## config.mk

```make
export PLATFORM = sky130hd
export DESIGN_NAME = sprite_layer
export DESIGN_NICKNAME = d
export VERILOG_FILES = /design/src/hw/color_pkg.sv /design/src/hw/sprite_pkg.sv /design/src/hw/layer_mixer.sv /design/src/hw/player_regs.sv /design/src/hw/player_renderer.sv /design/src/hw/sprite_layer.sv /design/src/hw/sprite_rom.sv
export SDC_FILE = /design/constraint.sdc
export NUM_CORES = 1
export LEC_CHECK = 0
export BUFFER_PORTS_ARGS = -buffer_cell sky130_fd_sc_hd__buf_2
export CORE_ASPECT_RATIO = 1.4
export CORE_MARGIN = 5
export CORE_UTILIZATION = 55
export DETAILED_ROUTE_END_ITERATION = 10
export PLACE_DENSITY = 0.76
export SLEW_MARGIN = 20
export SYNTH_ARGS = -nofsm -noshare
export SYNTH_HDL_FRONTEND = slang
export SYNTH_SLANG_ARGS = --single-unit
```

## constraint.sdc

```tcl
create_clock -name clk -period 4.8 [get_ports clk]
set_input_delay 0.48 -clock clk [delete_from_list [all_inputs] [get_ports clk]]
set_output_delay 0.48 -clock clk [all_outputs]
set_load 0.01 [all_outputs]
```

## src/hw/color_pkg.sv

```systemverilog
// colour definitions shared by the sprite renderers
// sprite art is stored as palette indices, PALETTE turns an index into 24-bit rgb

package color_pkg;

    typedef struct packed {
        logic [7:0] r;
        logic [7:0] g;
        logic [7:0] b;
    } rgb_t;

    // ==============================
    // palette indices
    // ==============================
    // 19 distinct colours plus clear do not fit in 4 bits, so the index is 5 bits.
    // hat white shares the eye white entry, black covers both eye outlines
    typedef enum logic [4:0] {
        PAL_CLEAR         = 5'd0,   // transparent
        PAL_K_PINK        = 5'd1,
        PAL_K_PINK_DARK   = 5'd2,
        PAL_K_BLUSH       = 5'd3,
        PAL_BLACK         = 5'd4,
        PAL_WHITE         = 5'd5,   // eye white and hat trim
        PAL_EYE_BLUE      = 5'd6,
        PAL_MOUTH_RED     = 5'd7,
        PAL_MOUTH_DARK    = 5'd8,
        PAL_FEET_RED      = 5'd9,
        PAL_HAT_RED       = 5'd10,
        PAL_HAT_DARK      = 5'd11,
        PAL_D_PEACH       = 5'd12,
        PAL_D_PEACH_DARK  = 5'd13,
        PAL_D_ORANGE      = 5'd14,
        PAL_D_ORANGE_DARK = 5'd15,
        PAL_D_BLUSH       = 5'd16,
        PAL_D_FEET_YELLOW = 5'd17,
        PAL_BANDANA_BLUE  = 5'd18,
        PAL_BANDANA_DARK  = 5'd19
    } pal_idx_e;

    localparam int PAL_ENTRIES = 20;

    localparam rgb_t TRANSPARENT = '0;

    // ==============================
    // palette table, in enum order
    // ==============================
    localparam rgb_t [0:PAL_ENTRIES-1] PALETTE = '{
        '{r: 8'd0,   g: 8'd0,   b: 8'd0},     // clear
        '{r: 8'd255, g: 8'd182, b: 8'd193},   // kirby body
        '{r: 8'd230, g: 8'd140, b: 8'd160},   // kirby outline
        '{r: 8'd255, g: 8'd150, b: 8'd180},
        '{r: 8'd0,   g: 8'd0,   b: 8'd0},
        '{r: 8'd255, g: 8'd255, b: 8'd255},
        '{r: 8'd100, g: 8'd180, b: 8'd255},   // eye highlight
        '{r: 8'd200, g: 8'd50,  b: 8'd80},
        '{r: 8'd150, g: 8'd30,  b: 8'd50},
        '{r: 8'd220, g: 8'd60,  b: 8'd80},
        '{r: 8'd220, g: 8'd20,  b: 8'd60},    // santa hat
        '{r: 8'd150, g: 8'd10,  b: 8'd40},
        '{r: 8'd255, g: 8'd220, b: 8'd180},   // dee face
        '{r: 8'd230, g: 8'd180, b: 8'd140},
        '{r: 8'd255, g: 8'd150, b: 8'd100},   // dee body
        '{r: 8'd220, g: 8'd100, b: 8'd60},
        '{r: 8'd255, g: 8'd140, b: 8'd100},
        '{r: 8'd255, g: 8'd200, b: 8'd50},
        '{r: 8'd50,  g: 8'd100, b: 8'd200},   // bandana
        '{r: 8'd30,  g: 8'd70,  b: 8'd150}
    };

endpackage

```

## src/hw/sprite_pkg.sv

```systemverilog
// screen, sprite and player types for the sprite layer
// the player table comes out of reset with the placements in PLAYER_RESET

package sprite_pkg;

    localparam int COORD_W = 10;   // covers a 640x480 screen
    typedef logic [COORD_W-1:0] coord_t;

    localparam int SPRITE_SIZE = 16;
    typedef logic [$clog2(SPRITE_SIZE)-1:0] local_t;   // row or col inside a sprite

    typedef enum logic {
        SPR_KIRBY = 1'b0,
        SPR_DEE   = 1'b1
    } sprite_e;

    localparam int NUM_PLAYERS = 2;
    localparam int SLOT_W = (NUM_PLAYERS > 1) ? $clog2(NUM_PLAYERS) : 1;
    typedef logic [SLOT_W-1:0] slot_t;

    typedef struct packed {
        coord_t  x;         // top left corner
        coord_t  y;
        sprite_e sprite;
        logic    visible;
    } player_t;

    typedef struct packed {
        coord_t x;
        coord_t y;
    } pixel_t;

    typedef struct packed {
        logic             hit;
        color_pkg::rgb_t  color;
    } render_t;

    // start positions
    localparam player_t [0:NUM_PLAYERS-1] PLAYER_RESET = '{
        '{x: 10'd100, y: 10'd100, sprite: SPR_KIRBY, visible: 1'b1},
        '{x: 10'd200, y: 10'd100, sprite: SPR_DEE,   visible: 1'b1}
    };

endpackage

```

## src/hw/layer_mixer.sv

```systemverilog
// merges all renderer outputs into one pixel
// lowest slot with a hit wins; registered, one cycle

module layer_mixer (
    input  logic                 clk,
    input  logic                 rst,
    input  sprite_pkg::render_t  layers [sprite_pkg::NUM_PLAYERS],
    output color_pkg::rgb_t      color,
    output logic                 enable
);

    logic             any_hit;
    color_pkg::rgb_t  top_color;

    // ==============================
    // priority select
    // ==============================
    // walk from the highest slot down so slot 0 ends up on top
    always_comb begin
        any_hit   = 1'b0;
        top_color = color_pkg::TRANSPARENT;
        for (int i = sprite_pkg::NUM_PLAYERS - 1; i >= 0; i--) begin
            if (layers[i].hit) begin
                any_hit   = 1'b1;
                top_color = layers[i].color;
            end
        end
    end

    always_ff @(posedge clk) begin
        if (rst) begin
            enable <= 1'b0;
            color  <= color_pkg::TRANSPARENT;
        end else begin
            enable <= any_hit;
            color  <= top_color;   // already transparent with no hit
        end
    end

endmodule

```

## src/hw/player_regs.sv

```systemverilog
// position store for every player slot
// a write strobe replaces one slot; renderers see the new value next cycle

module player_regs (
    input  logic                clk,
    input  logic                rst,
    input  logic                pos_we,     // one-cycle write strobe
    input  sprite_pkg::slot_t   pos_slot,
    input  sprite_pkg::player_t pos_data,
    output sprite_pkg::player_t players [sprite_pkg::NUM_PLAYERS]
);

    // ==============================
    // one register per slot
    // ==============================
    for (genvar i = 0; i < sprite_pkg::NUM_PLAYERS; i++) begin : g_slot

        logic sel;

        assign sel = pos_we && (pos_slot == sprite_pkg::slot_t'(i));

        always_ff @(posedge clk) begin
            if (rst) begin
                players[i] <= sprite_pkg::PLAYER_RESET[i];
            end else if (sel) begin
                players[i] <= pos_data;   // whole record, visible included
            end
        end

    end

endmodule

```

## src/hw/player_renderer.sv

```systemverilog
// renders one player: box test against the query pixel, art lookup, palette
// output is registered, one cycle after pix

module player_renderer (
    input  logic                 clk,
    input  logic                 rst,
    input  sprite_pkg::player_t  player,
    input  sprite_pkg::pixel_t   pix,
    output sprite_pkg::render_t  out
);

    localparam int EXT_W = sprite_pkg::COORD_W + 1;   // room for x + 16 at the edge

    logic [EXT_W-1:0]     x_end;
    logic [EXT_W-1:0]     y_end;
    logic                 in_box;
    sprite_pkg::local_t   row;
    sprite_pkg::local_t   col;
    color_pkg::pal_idx_e  index;
    logic                 hit_d;
    logic                 hit_q;
    color_pkg::rgb_t      color_q;

    // ==============================
    // box test
    // ==============================
    assign x_end = {1'b0, player.x} + EXT_W'(sprite_pkg::SPRITE_SIZE);
    assign y_end = {1'b0, player.y} + EXT_W'(sprite_pkg::SPRITE_SIZE);

    assign in_box = (pix.x >= player.x) && ({1'b0, pix.x} < x_end) &&
                    (pix.y >= player.y) && ({1'b0, pix.y} < y_end);

    // low bits of the offset, only meaningful inside the box
    assign col = sprite_pkg::local_t'(pix.x - player.x);
    assign row = sprite_pkg::local_t'(pix.y - player.y);

    sprite_rom rom_i (
        .sprite (player.sprite),
        .row    (row),
        .col    (col),
        .index  (index)
    );

    assign hit_d = in_box && player.visible && (index != color_pkg::PAL_CLEAR);

    always_ff @(posedge clk) begin
        if (rst) begin
            hit_q <= 1'b0;
        end else begin
            hit_q <= hit_d;
        end
    end

    always_ff @(posedge clk) begin
        color_q <= hit_d ? color_pkg::PALETTE[index] : color_pkg::TRANSPARENT;
    end

    assign out = '{hit: hit_q, color: color_q};

endmodule

```

## src/hw/sprite_layer.sv

```systemverilog
// sprite layer top: position store, one renderer per player, priority mixer
// pix in at edge n gives color/enable at edge n+2, one pixel per cycle

module sprite_layer (
    input  logic                 clk,
    input  logic                 rst,
    input  sprite_pkg::pixel_t   pix,
    input  logic                 pos_we,
    input  sprite_pkg::slot_t    pos_slot,
    input  sprite_pkg::player_t  pos_data,
    output color_pkg::rgb_t      color,
    output logic                 enable
);

    sprite_pkg::player_t  players [sprite_pkg::NUM_PLAYERS];
    sprite_pkg::render_t  layers  [sprite_pkg::NUM_PLAYERS];

    player_regs regs_i (
        .clk      (clk),
        .rst      (rst),
        .pos_we   (pos_we),
        .pos_slot (pos_slot),
        .pos_data (pos_data),
        .players  (players)
    );

    // ==============================
    // one renderer per slot
    // ==============================
    for (genvar i = 0; i < sprite_pkg::NUM_PLAYERS; i++) begin : g_render
        player_renderer render_i (
            .clk    (clk),
            .rst    (rst),
            .player (players[i]),
            .pix    (pix),
            .out    (layers[i])
        );
    end

    layer_mixer mixer_i (
        .clk    (clk),
        .rst    (rst),
        .layers (layers),
        .color  (color),
        .enable (enable)
    );

endmodule

```

## src/hw/sprite_rom.sv

```systemverilog
// palette-index art of the two 16x16 side-view sprites
// pure lookup; sprite picks the art, row and col address the pixel

module sprite_rom (
    input  sprite_pkg::sprite_e  sprite,
    input  sprite_pkg::local_t   row,
    input  sprite_pkg::local_t   col,
    output color_pkg::pal_idx_e  index
);

    // ==============================
    // kirby with santa hat
    // ==============================
    function automatic color_pkg::pal_idx_e kirby_px(
        input sprite_pkg::local_t r,
        input sprite_pkg::local_t c
    );
        color_pkg::pal_idx_e px;
        px = color_pkg::PAL_CLEAR;
        case (r)
            4'd0: case (c) inside   // pompom
                [4'd7:4'd9]:  px = color_pkg::PAL_WHITE;
            endcase
            4'd1, 4'd2: case (c) inside
                4'd6, 4'd10:  px = color_pkg::PAL_HAT_DARK;
                [4'd7:4'd9]:  px = color_pkg::PAL_HAT_RED;
            endcase
            4'd3: case (c) inside   // hat brim
                [4'd5:4'd11]: px = color_pkg::PAL_WHITE;
            endcase
            4'd4, 4'd5: case (c) inside
                4'd4, 4'd11:  px = color_pkg::PAL_K_PINK_DARK;
                [4'd5:4'd10]: px = color_pkg::PAL_K_PINK;
            endcase
            4'd6: case (c) inside
                4'd3, 4'd12:               px = color_pkg::PAL_K_PINK_DARK;
                [4'd4:4'd5], [4'd8:4'd11]: px = color_pkg::PAL_K_PINK;
                [4'd6:4'd7]:               px = color_pkg::PAL_BLACK;
            endcase
            4'd7: case (c) inside   // eye row
                4'd3, 4'd12:                px = color_pkg::PAL_K_PINK_DARK;
                [4'd4:4'd5], [4'd10:4'd11]: px = color_pkg::PAL_K_PINK;
                4'd6, 4'd9:                 px = color_pkg::PAL_BLACK;
                4'd7:                       px = color_pkg::PAL_WHITE;
                4'd8:                       px = color_pkg::PAL_EYE_BLUE;
            endcase
            4'd8: case (c) inside
                4'd2, 4'd13:                     px = color_pkg::PAL_K_PINK_DARK;
                [4'd3:4'd5], [4'd8:4'd9], 4'd12: px = color_pkg::PAL_K_PINK;
                [4'd6:4'd7]:                     px = color_pkg::PAL_BLACK;
                [4'd10:4'd11]:                   px = color_pkg::PAL_K_BLUSH;
            endcase
            4'd9: case (c) inside   // smile
                4'd2, 4'd13:                px = color_pkg::PAL_K_PINK_DARK;
                [4'd3:4'd5], [4'd10:4'd12]: px = color_pkg::PAL_K_PINK;
                4'd6, 4'd9:                 px = color_pkg::PAL_MOUTH_RED;
                [4'd7:4'd8]:                px = color_pkg::PAL_MOUTH_DARK;
            endcase
            4'd10, 4'd11: case (c) inside
                4'd3, 4'd12:  px = color_pkg::PAL_K_PINK_DARK;
                [4'd4:4'd11]: px = color_pkg::PAL_K_PINK;
            endcase
            4'd12: case (c) inside
                [4'd4:4'd11]: px = color_pkg::PAL_K_PINK;
            endcase
            4'd13: case (c) inside
                [4'd5:4'd10]: px = color_pkg::PAL_K_PINK;
            endcase
            default: case (c) inside   // feet, rows 14 and 15
                [4'd5:4'd6], [4'd9:4'd10]: px = color_pkg::PAL_FEET_RED;
            endcase
        endcase
        return px;
    endfunction

    // ==============================
    // bandana dee
    // ==============================
    function automatic color_pkg::pal_idx_e dee_px(
        input sprite_pkg::local_t r,
        input sprite_pkg::local_t c
    );
        color_pkg::pal_idx_e px;
        px = color_pkg::PAL_CLEAR;
        case (r)
            4'd0: case (c) inside
                [4'd7:4'd9]:  px = color_pkg::PAL_BANDANA_BLUE;
            endcase
            4'd1: case (c) inside
                4'd6, 4'd10:  px = color_pkg::PAL_BANDANA_DARK;
                [4'd7:4'd9]:  px = color_pkg::PAL_BANDANA_BLUE;
            endcase
            4'd2: case (c) inside   // bandana meets face
                4'd5:          px = color_pkg::PAL_D_PEACH_DARK;
                [4'd6:4'd8]:   px = color_pkg::PAL_D_PEACH;
                [4'd9:4'd11]:  px = color_pkg::PAL_BANDANA_BLUE;
                4'd12:         px = color_pkg::PAL_BANDANA_DARK;
            endcase
            4'd3: case (c) inside
                4'd4:          px = color_pkg::PAL_D_PEACH_DARK;
                [4'd5:4'd9]:   px = color_pkg::PAL_D_PEACH;
                [4'd10:4'd11]: px = color_pkg::PAL_BANDANA_BLUE;
            endcase
            4'd4, 4'd5: case (c) inside
                4'd3, 4'd11:  px = color_pkg::PAL_D_PEACH_DARK;
                [4'd4:4'd10]: px = color_pkg::PAL_D_PEACH;
            endcase
            4'd6: case (c) inside
                4'd3, 4'd12:               px = color_pkg::PAL_D_PEACH_DARK;
                [4'd4:4'd5], [4'd8:4'd11]: px = color_pkg::PAL_D_PEACH;
                [4'd6:4'd7]:               px = color_pkg::PAL_BLACK;
            endcase
            4'd7: case (c) inside   // eye row
                4'd2, 4'd13:                px = color_pkg::PAL_D_PEACH_DARK;
                [4'd3:4'd5], [4'd10:4'd12]: px = color_pkg::PAL_D_PEACH;
                4'd6, 4'd9:                 px = color_pkg::PAL_BLACK;
                4'd7:                       px = color_pkg::PAL_WHITE;
                4'd8:                       px = color_pkg::PAL_EYE_BLUE;
            endcase
            4'd8: case (c) inside
                4'd2, 4'd13:                     px = color_pkg::PAL_D_ORANGE_DARK;
                [4'd3:4'd5], [4'd8:4'd9], 4'd12: px = color_pkg::PAL_D_ORANGE;
                [4'd6:4'd7]:                     px = color_pkg::PAL_BLACK;
                [4'd10:4'd11]:                   px = color_pkg::PAL_D_BLUSH;
            endcase
            4'd9, 4'd10, 4'd11: case (c) inside   // widest part of the body
                4'd1, 4'd14:  px = color_pkg::PAL_D_ORANGE_DARK;
                [4'd2:4'd13]: px = color_pkg::PAL_D_ORANGE;
            endcase
            4'd12: case (c) inside
                4'd2, 4'd13:  px = color_pkg::PAL_D_ORANGE_DARK;
                [4'd3:4'd12]: px = color_pkg::PAL_D_ORANGE;
            endcase
            4'd13: case (c) inside
                [4'd3:4'd12]: px = color_pkg::PAL_D_ORANGE;
            endcase
            default: case (c) inside   // feet
                [4'd4:4'd6], [4'd10:4'd12]: px = color_pkg::PAL_D_FEET_YELLOW;
            endcase
        endcase
        return px;
    endfunction

    assign index = (sprite == sprite_pkg::SPR_KIRBY) ? kirby_px(row, col) : dee_px(row, col);

endmodule

```

==> impl_metrics.sql <==
INSERT INTO impl_metrics (metric_group, metric, value, unit) VALUES
('cts', 'numCtsBuffers', '17', ''),
('timing', 'fin_crit', '4660', 'ps'),
('placed_design', 'io_buffers', '70', ''),
('pwr', 'clock_power_share', '27.1', '%'),
('route', 'drc_errors', '0', ''),
('timing', 'final_max_slew_viol_count', '0', ''),
('floorplan', 'die_outline_area', '20500', 'sq um'),
('worst_setup_path', 'worstSetupStartpointType', 'flop', ''),
('final_layout', 'num_antenna_cells', '0', ''),
('global_route', 'first_global_vias', '10500', ''),
('worst_setup_path', 'endpoint_kind', 'flop', ''),
('timing', 'post-route-period-util', '97.0', '%'),
('route', 'drt_first_pass_iters', '5', ''),
('synthesis', 'cell_area_after_technology_mapping', '9720', 'sq um'),
('status', 'run_status', 'finished, final reports clean', ''),
('route', 'detailedRoute.firstIterationViolations', '819', ''),
('timing', 'fmax', '215', 'MHz'),
('route', 'via_total_after_detailed_routing', '10600', ''),
('pwr', 'cell_internal_pwr', '2750', 'uW'),
('route', 'drt_wirelength', '33200', 'um'),
('timing', 'setup_viol_count_final', '0', ''),
('synthesis', 'synth_seq_cells', '119', ''),
('worst_setup_path', 'worst_ep_required_time', '5120', 'ps'),
('cts', 'cts-root-buf', 'clkbuf_16', ''),
('cts', 'worst_skew_pair.late_latency', '440', 'ps'),
('route', 'detail_route.vias_per_cell', '6.13', ''),
('timing', 'hold_viol_final', '0', ''),
('route', 'routed_wire_length_per_instance', '19.1', 'um'),
('synthesis', 'synth-seq-area-share', '24.5', '%'),
('cts', 'cts.clk_slew.worst_paths', '70', 'ps'),
('floorplan', 'core_area', '17400', 'sq um'),
('floorplan', 'die_height', '167', 'um'),
('synthesis', 'synthDistinctLibCells', '103', ''),
('final_layout', 'fill_cells', '1472', ''),
('placed_design', 'place.gp.congestion', '1.01', ''),
('final_layout', 'multiInputGateArea', '6840', 'sq um'),
('pwr', 'cellLeakagePower', '0.00521', 'uW'),
('cts', 'postCtsHoldBufs', '0', ''),
('hold_path', 'classification_of_the_worst_slack_hold_path', 'input pin to flop', ''),
('worst_setup_path', 'critical_setup_path_kind', 'flop to flop', ''),
('synthesis', 'async_reset_ff_share', '0', '%'),
('route', 'ant_nets', '0', ''),
('final_layout', 'post_route_cells_drive_above_1_share', '24.4', '%'),
('floorplan', 'fp-row-count', '57', ''),
('timing', 'actual_transition_at_the_worst_max_transition_pin', '878', 'ps'),
('pwr', 'power.switching_fraction', '41.7', '%'),
('pwr', 'irDropWorstVdd', '0.000270', 'V'),
('flow_run', 'drv_cap', '0', ''),
('global_route', 'grt_max_degree', '72', ''),
('final_layout', 'area_growth_syn_to_layout', '25.1', '%'),
('synthesis', 'synth-edff-count', '0', ''),
('floorplan', 'die_width', '122', 'um'),
('cts', 'h_tree_depth', '4', ''),
('global_route', 'grt_pass1_wl', '53000', 'um'),
('synthesis', 'synth_largest_type_area_fraction', '24.5', '%'),
('final_layout', 'area.sequential', '2380', 'sq um'),
('cts', 'cts_tree', 'yes', ''),
('synthesis', 'synth_ff_type', 'dfxtp_1', ''),
('synthesis', 'netlist_top_cells_area', 'dfxtp_1, ha_1, nand2_1', ''),
('timing', 'finalSetupTns', '0', 'ps'),
('global_route', 'initial_antenna_violation_count', '0', ''),
('worst_setup_path', 'worst_endpoint_data_arrival_time', '4980', 'ps'),
('pwr', 'netSwitchingPower', '1960', 'uW'),
('synthesis', 'largest_area_contributor_in_the_synthesized_netlist', 'dfxtp_1', ''),
('pwr', 'combPwrFrac', '50.3', '%'),
('cts', 'clock_path_buffers', '2', ''),
('timing', 'slew_headroom', '41.4', '%'),
('final_layout', 'final_core_area_utilization', '69.9', '%'),
('worst_setup_path', 'largest_fanout_on_the_critical_path', '6', ''),
('placed_design', 'place_hpwl', '25700', 'um'),
('synthesis', 'synth_area_per_cell', '7.59', 'sq um'),
('synthesis', 'yosysWarningCount', '0', ''),
('pwr', 'post-layout-total-power', '4710', 'uW'),
('synthesis', 'synth_nets', '1422', ''),
('floorplan', 'initial_core_util', '55.9', '%'),
('global_route', 'globalRouteOverflowTotal', '0', ''),
('global_route', 'grtUsageTotal', '32.4', '%'),
('timing', 'worst_clock_skew', '14.1', 'ps'),
('cts', 'clkSinkCount', '119', ''),
('pwr', 'p_per_area', '387', 'nW/um^2'),
('final_layout', 'layout.nets', '1625', ''),
('pwr', 'power_frac_seq', '22.6', '%'),
('synthesis', 'post_synth_inst_count', '1280', ''),
('floorplan', 'io_pins', '71', '');
synth_stat cells (all sizes together), types with 10 or more instances:
| cell | instances |
|---|---|
| dfxtp | 119 |
| clkbuf | 42 |
| nand2b | 20 |
| or3 | 13 |
| and3 | 10 |
| or2 | 10 |
| xnor2 | 21 |
| nor3 | 29 |
| o21a | 10 |
| ha | 92 |
| o21ai | 67 |
| o22ai | 11 |
| a211oi | 16 |
| a22oi | 30 |
| nor2 | 126 |
| nand3 | 36 |
| inv | 73 |
| nand3b | 15 |
| a31oi | 26 |
| a211o | 10 |
| o211ai | 16 |
| a21o | 16 |
| a21oi | 109 |
| nand2 | 158 |
| nor2b | 15 |
| buf | 31 |
logic make-up (layout without fill, tap and decap cells):
kind of cell | after synthesis | count (layout) | synth area share (%)
multiplexers | 10 | 10 | 1.04
AND/OR/NAND/NOR | 471 | 471 | 23.3
buffers and inverters | 148 | 364 | 6.54
flip-flops | 119 | 119 | 24.5
AO/OA/AOI/OAI | 409 | 409 | 29.1
adder cells (fa/ha/maj) | 96 | 96 | 12.7
XOR/XNOR | 27 | 27 | 2.84
critical path, cell delays in order (launching register included):
cell,delay (ps)
dfxtp_1,340
inv_1,80
ha_1,290
nor2b_2,180
o22ai_4,190
xor2_4,210
inv_2,80
ha_2,220
or2_2,310
a222oi_1,390
buf_4,180
and2_1,120
mux2_2,150
o211ai_1,100
or3_1,360
and2_4,160
ha_4,270
inv_1,50
or3_4,410
buf_4,150
a21oi_1,160
o22ai_1,110
through the flow:
stage          instances  hold slack (ps)  setup slack, ps  cell area (sq um)
4_1_cts             1727              246             48.8              12000
3_3_place_gp        1695              442             -199              11500
3_5_place_dp        1695              448             -279              11500
6_report            1732              258              142              12200
5_1_grt             1732              253            -74.0              12200
2_1_floorplan       1280              431             7.41               9770
cell usage in the layout, fill, tap and decap left out, types with 6 or more instances in the layout:
cell and count:
buf_2 70, ha_1 87, nand3b_1 15, o211ai_1 16, inv_2 6, nor4_1 6
clkbuf_16 17, o21ai_0 52, dfxtp_1 119, a211o_1 10, or3_1 12, a21oi_1 107
o21a_1 10, and3_1 10, nor2b_1 12, nand4_1 7, a21o_1 15, xnor2_1 20
buf_4 185, a211oi_1 13, nor2_1 118, mux2i_1 9, a22oi_1 29, or2_2 6
a31oi_1 25, inv_1 67, nand3_1 35, o22ai_1 10, nand2b_1 19, nand2_1 157
o31ai_1 8, o21ai_1 13, nor3_1 28
final cells by class:
cell class / instances / share of cell area [%]
multi-input cells: 1013 / 56.3
well taps: 236 / 2.43
repair buffers: 257 / 14.6
clock buffers: 17 / 3.50
inverters: 75 / 2.32
clock inverters: 15 / 1.28
flip-flops and latches: 119 / 19.6
what timing repair did:
action                     4_1_cts  5_1_grt
gates cloned                     0        0
pin swaps                        0        8
setup endpoints to repair        1       29
resized for setup                1       21
buffers inserted                 0        5
power by group through the flow:
stage	Combinational, uW	Clock (uW)	Sequential (uW)
finish	2370	1280	1060
global route	2550	1340	1070
CTS	2250	1290	1060
detailed placement	2240	0	1090
global placement	2240	0	1080
floorplan	1380	0	1070
registers in the layout, summed over array words and instances, names as in the netlist:
signal and count:
g_render.render_i.hit_q 2, g_render.render_i.out 48, mixer_i.color 24, mixer_i.enable 1
regs_i.players 44
layer usage:
metal / wire length [um] / track usage, % / part of all wire [%]
met3: 2130 / 5.87 / 6.4
met1: 12100 / 35.1 / 37
met4: 2450 / 21.4 / 7.4
met5: 0 / 0 / 0
met2: 16400 / 56.8 / 50
worst paths after layout:
kind	startpoint	to	slack (ps)	depth (start not counted)
worst max register to register	regs_i.players[35]$_SDFFE_PP0P_	g_render[0].render_i.out[18]$_SDFF_PN0_	140	21
worst max-delay path	regs_i.players[35]$_SDFFE_PP0P_	g_render[0].render_i.out[18]$_SDFF_PN0_	140	21
worst min-delay path	pos_data[17]	regs_i.players[39]$_SDFFE_PP1P_	260	2
worst min register to register	regs_i.players[27]$_SDFFE_PP0P_	regs_i.players[27]$_SDFFE_PP0P_	450	2
(Power assumes the default switching activity.)
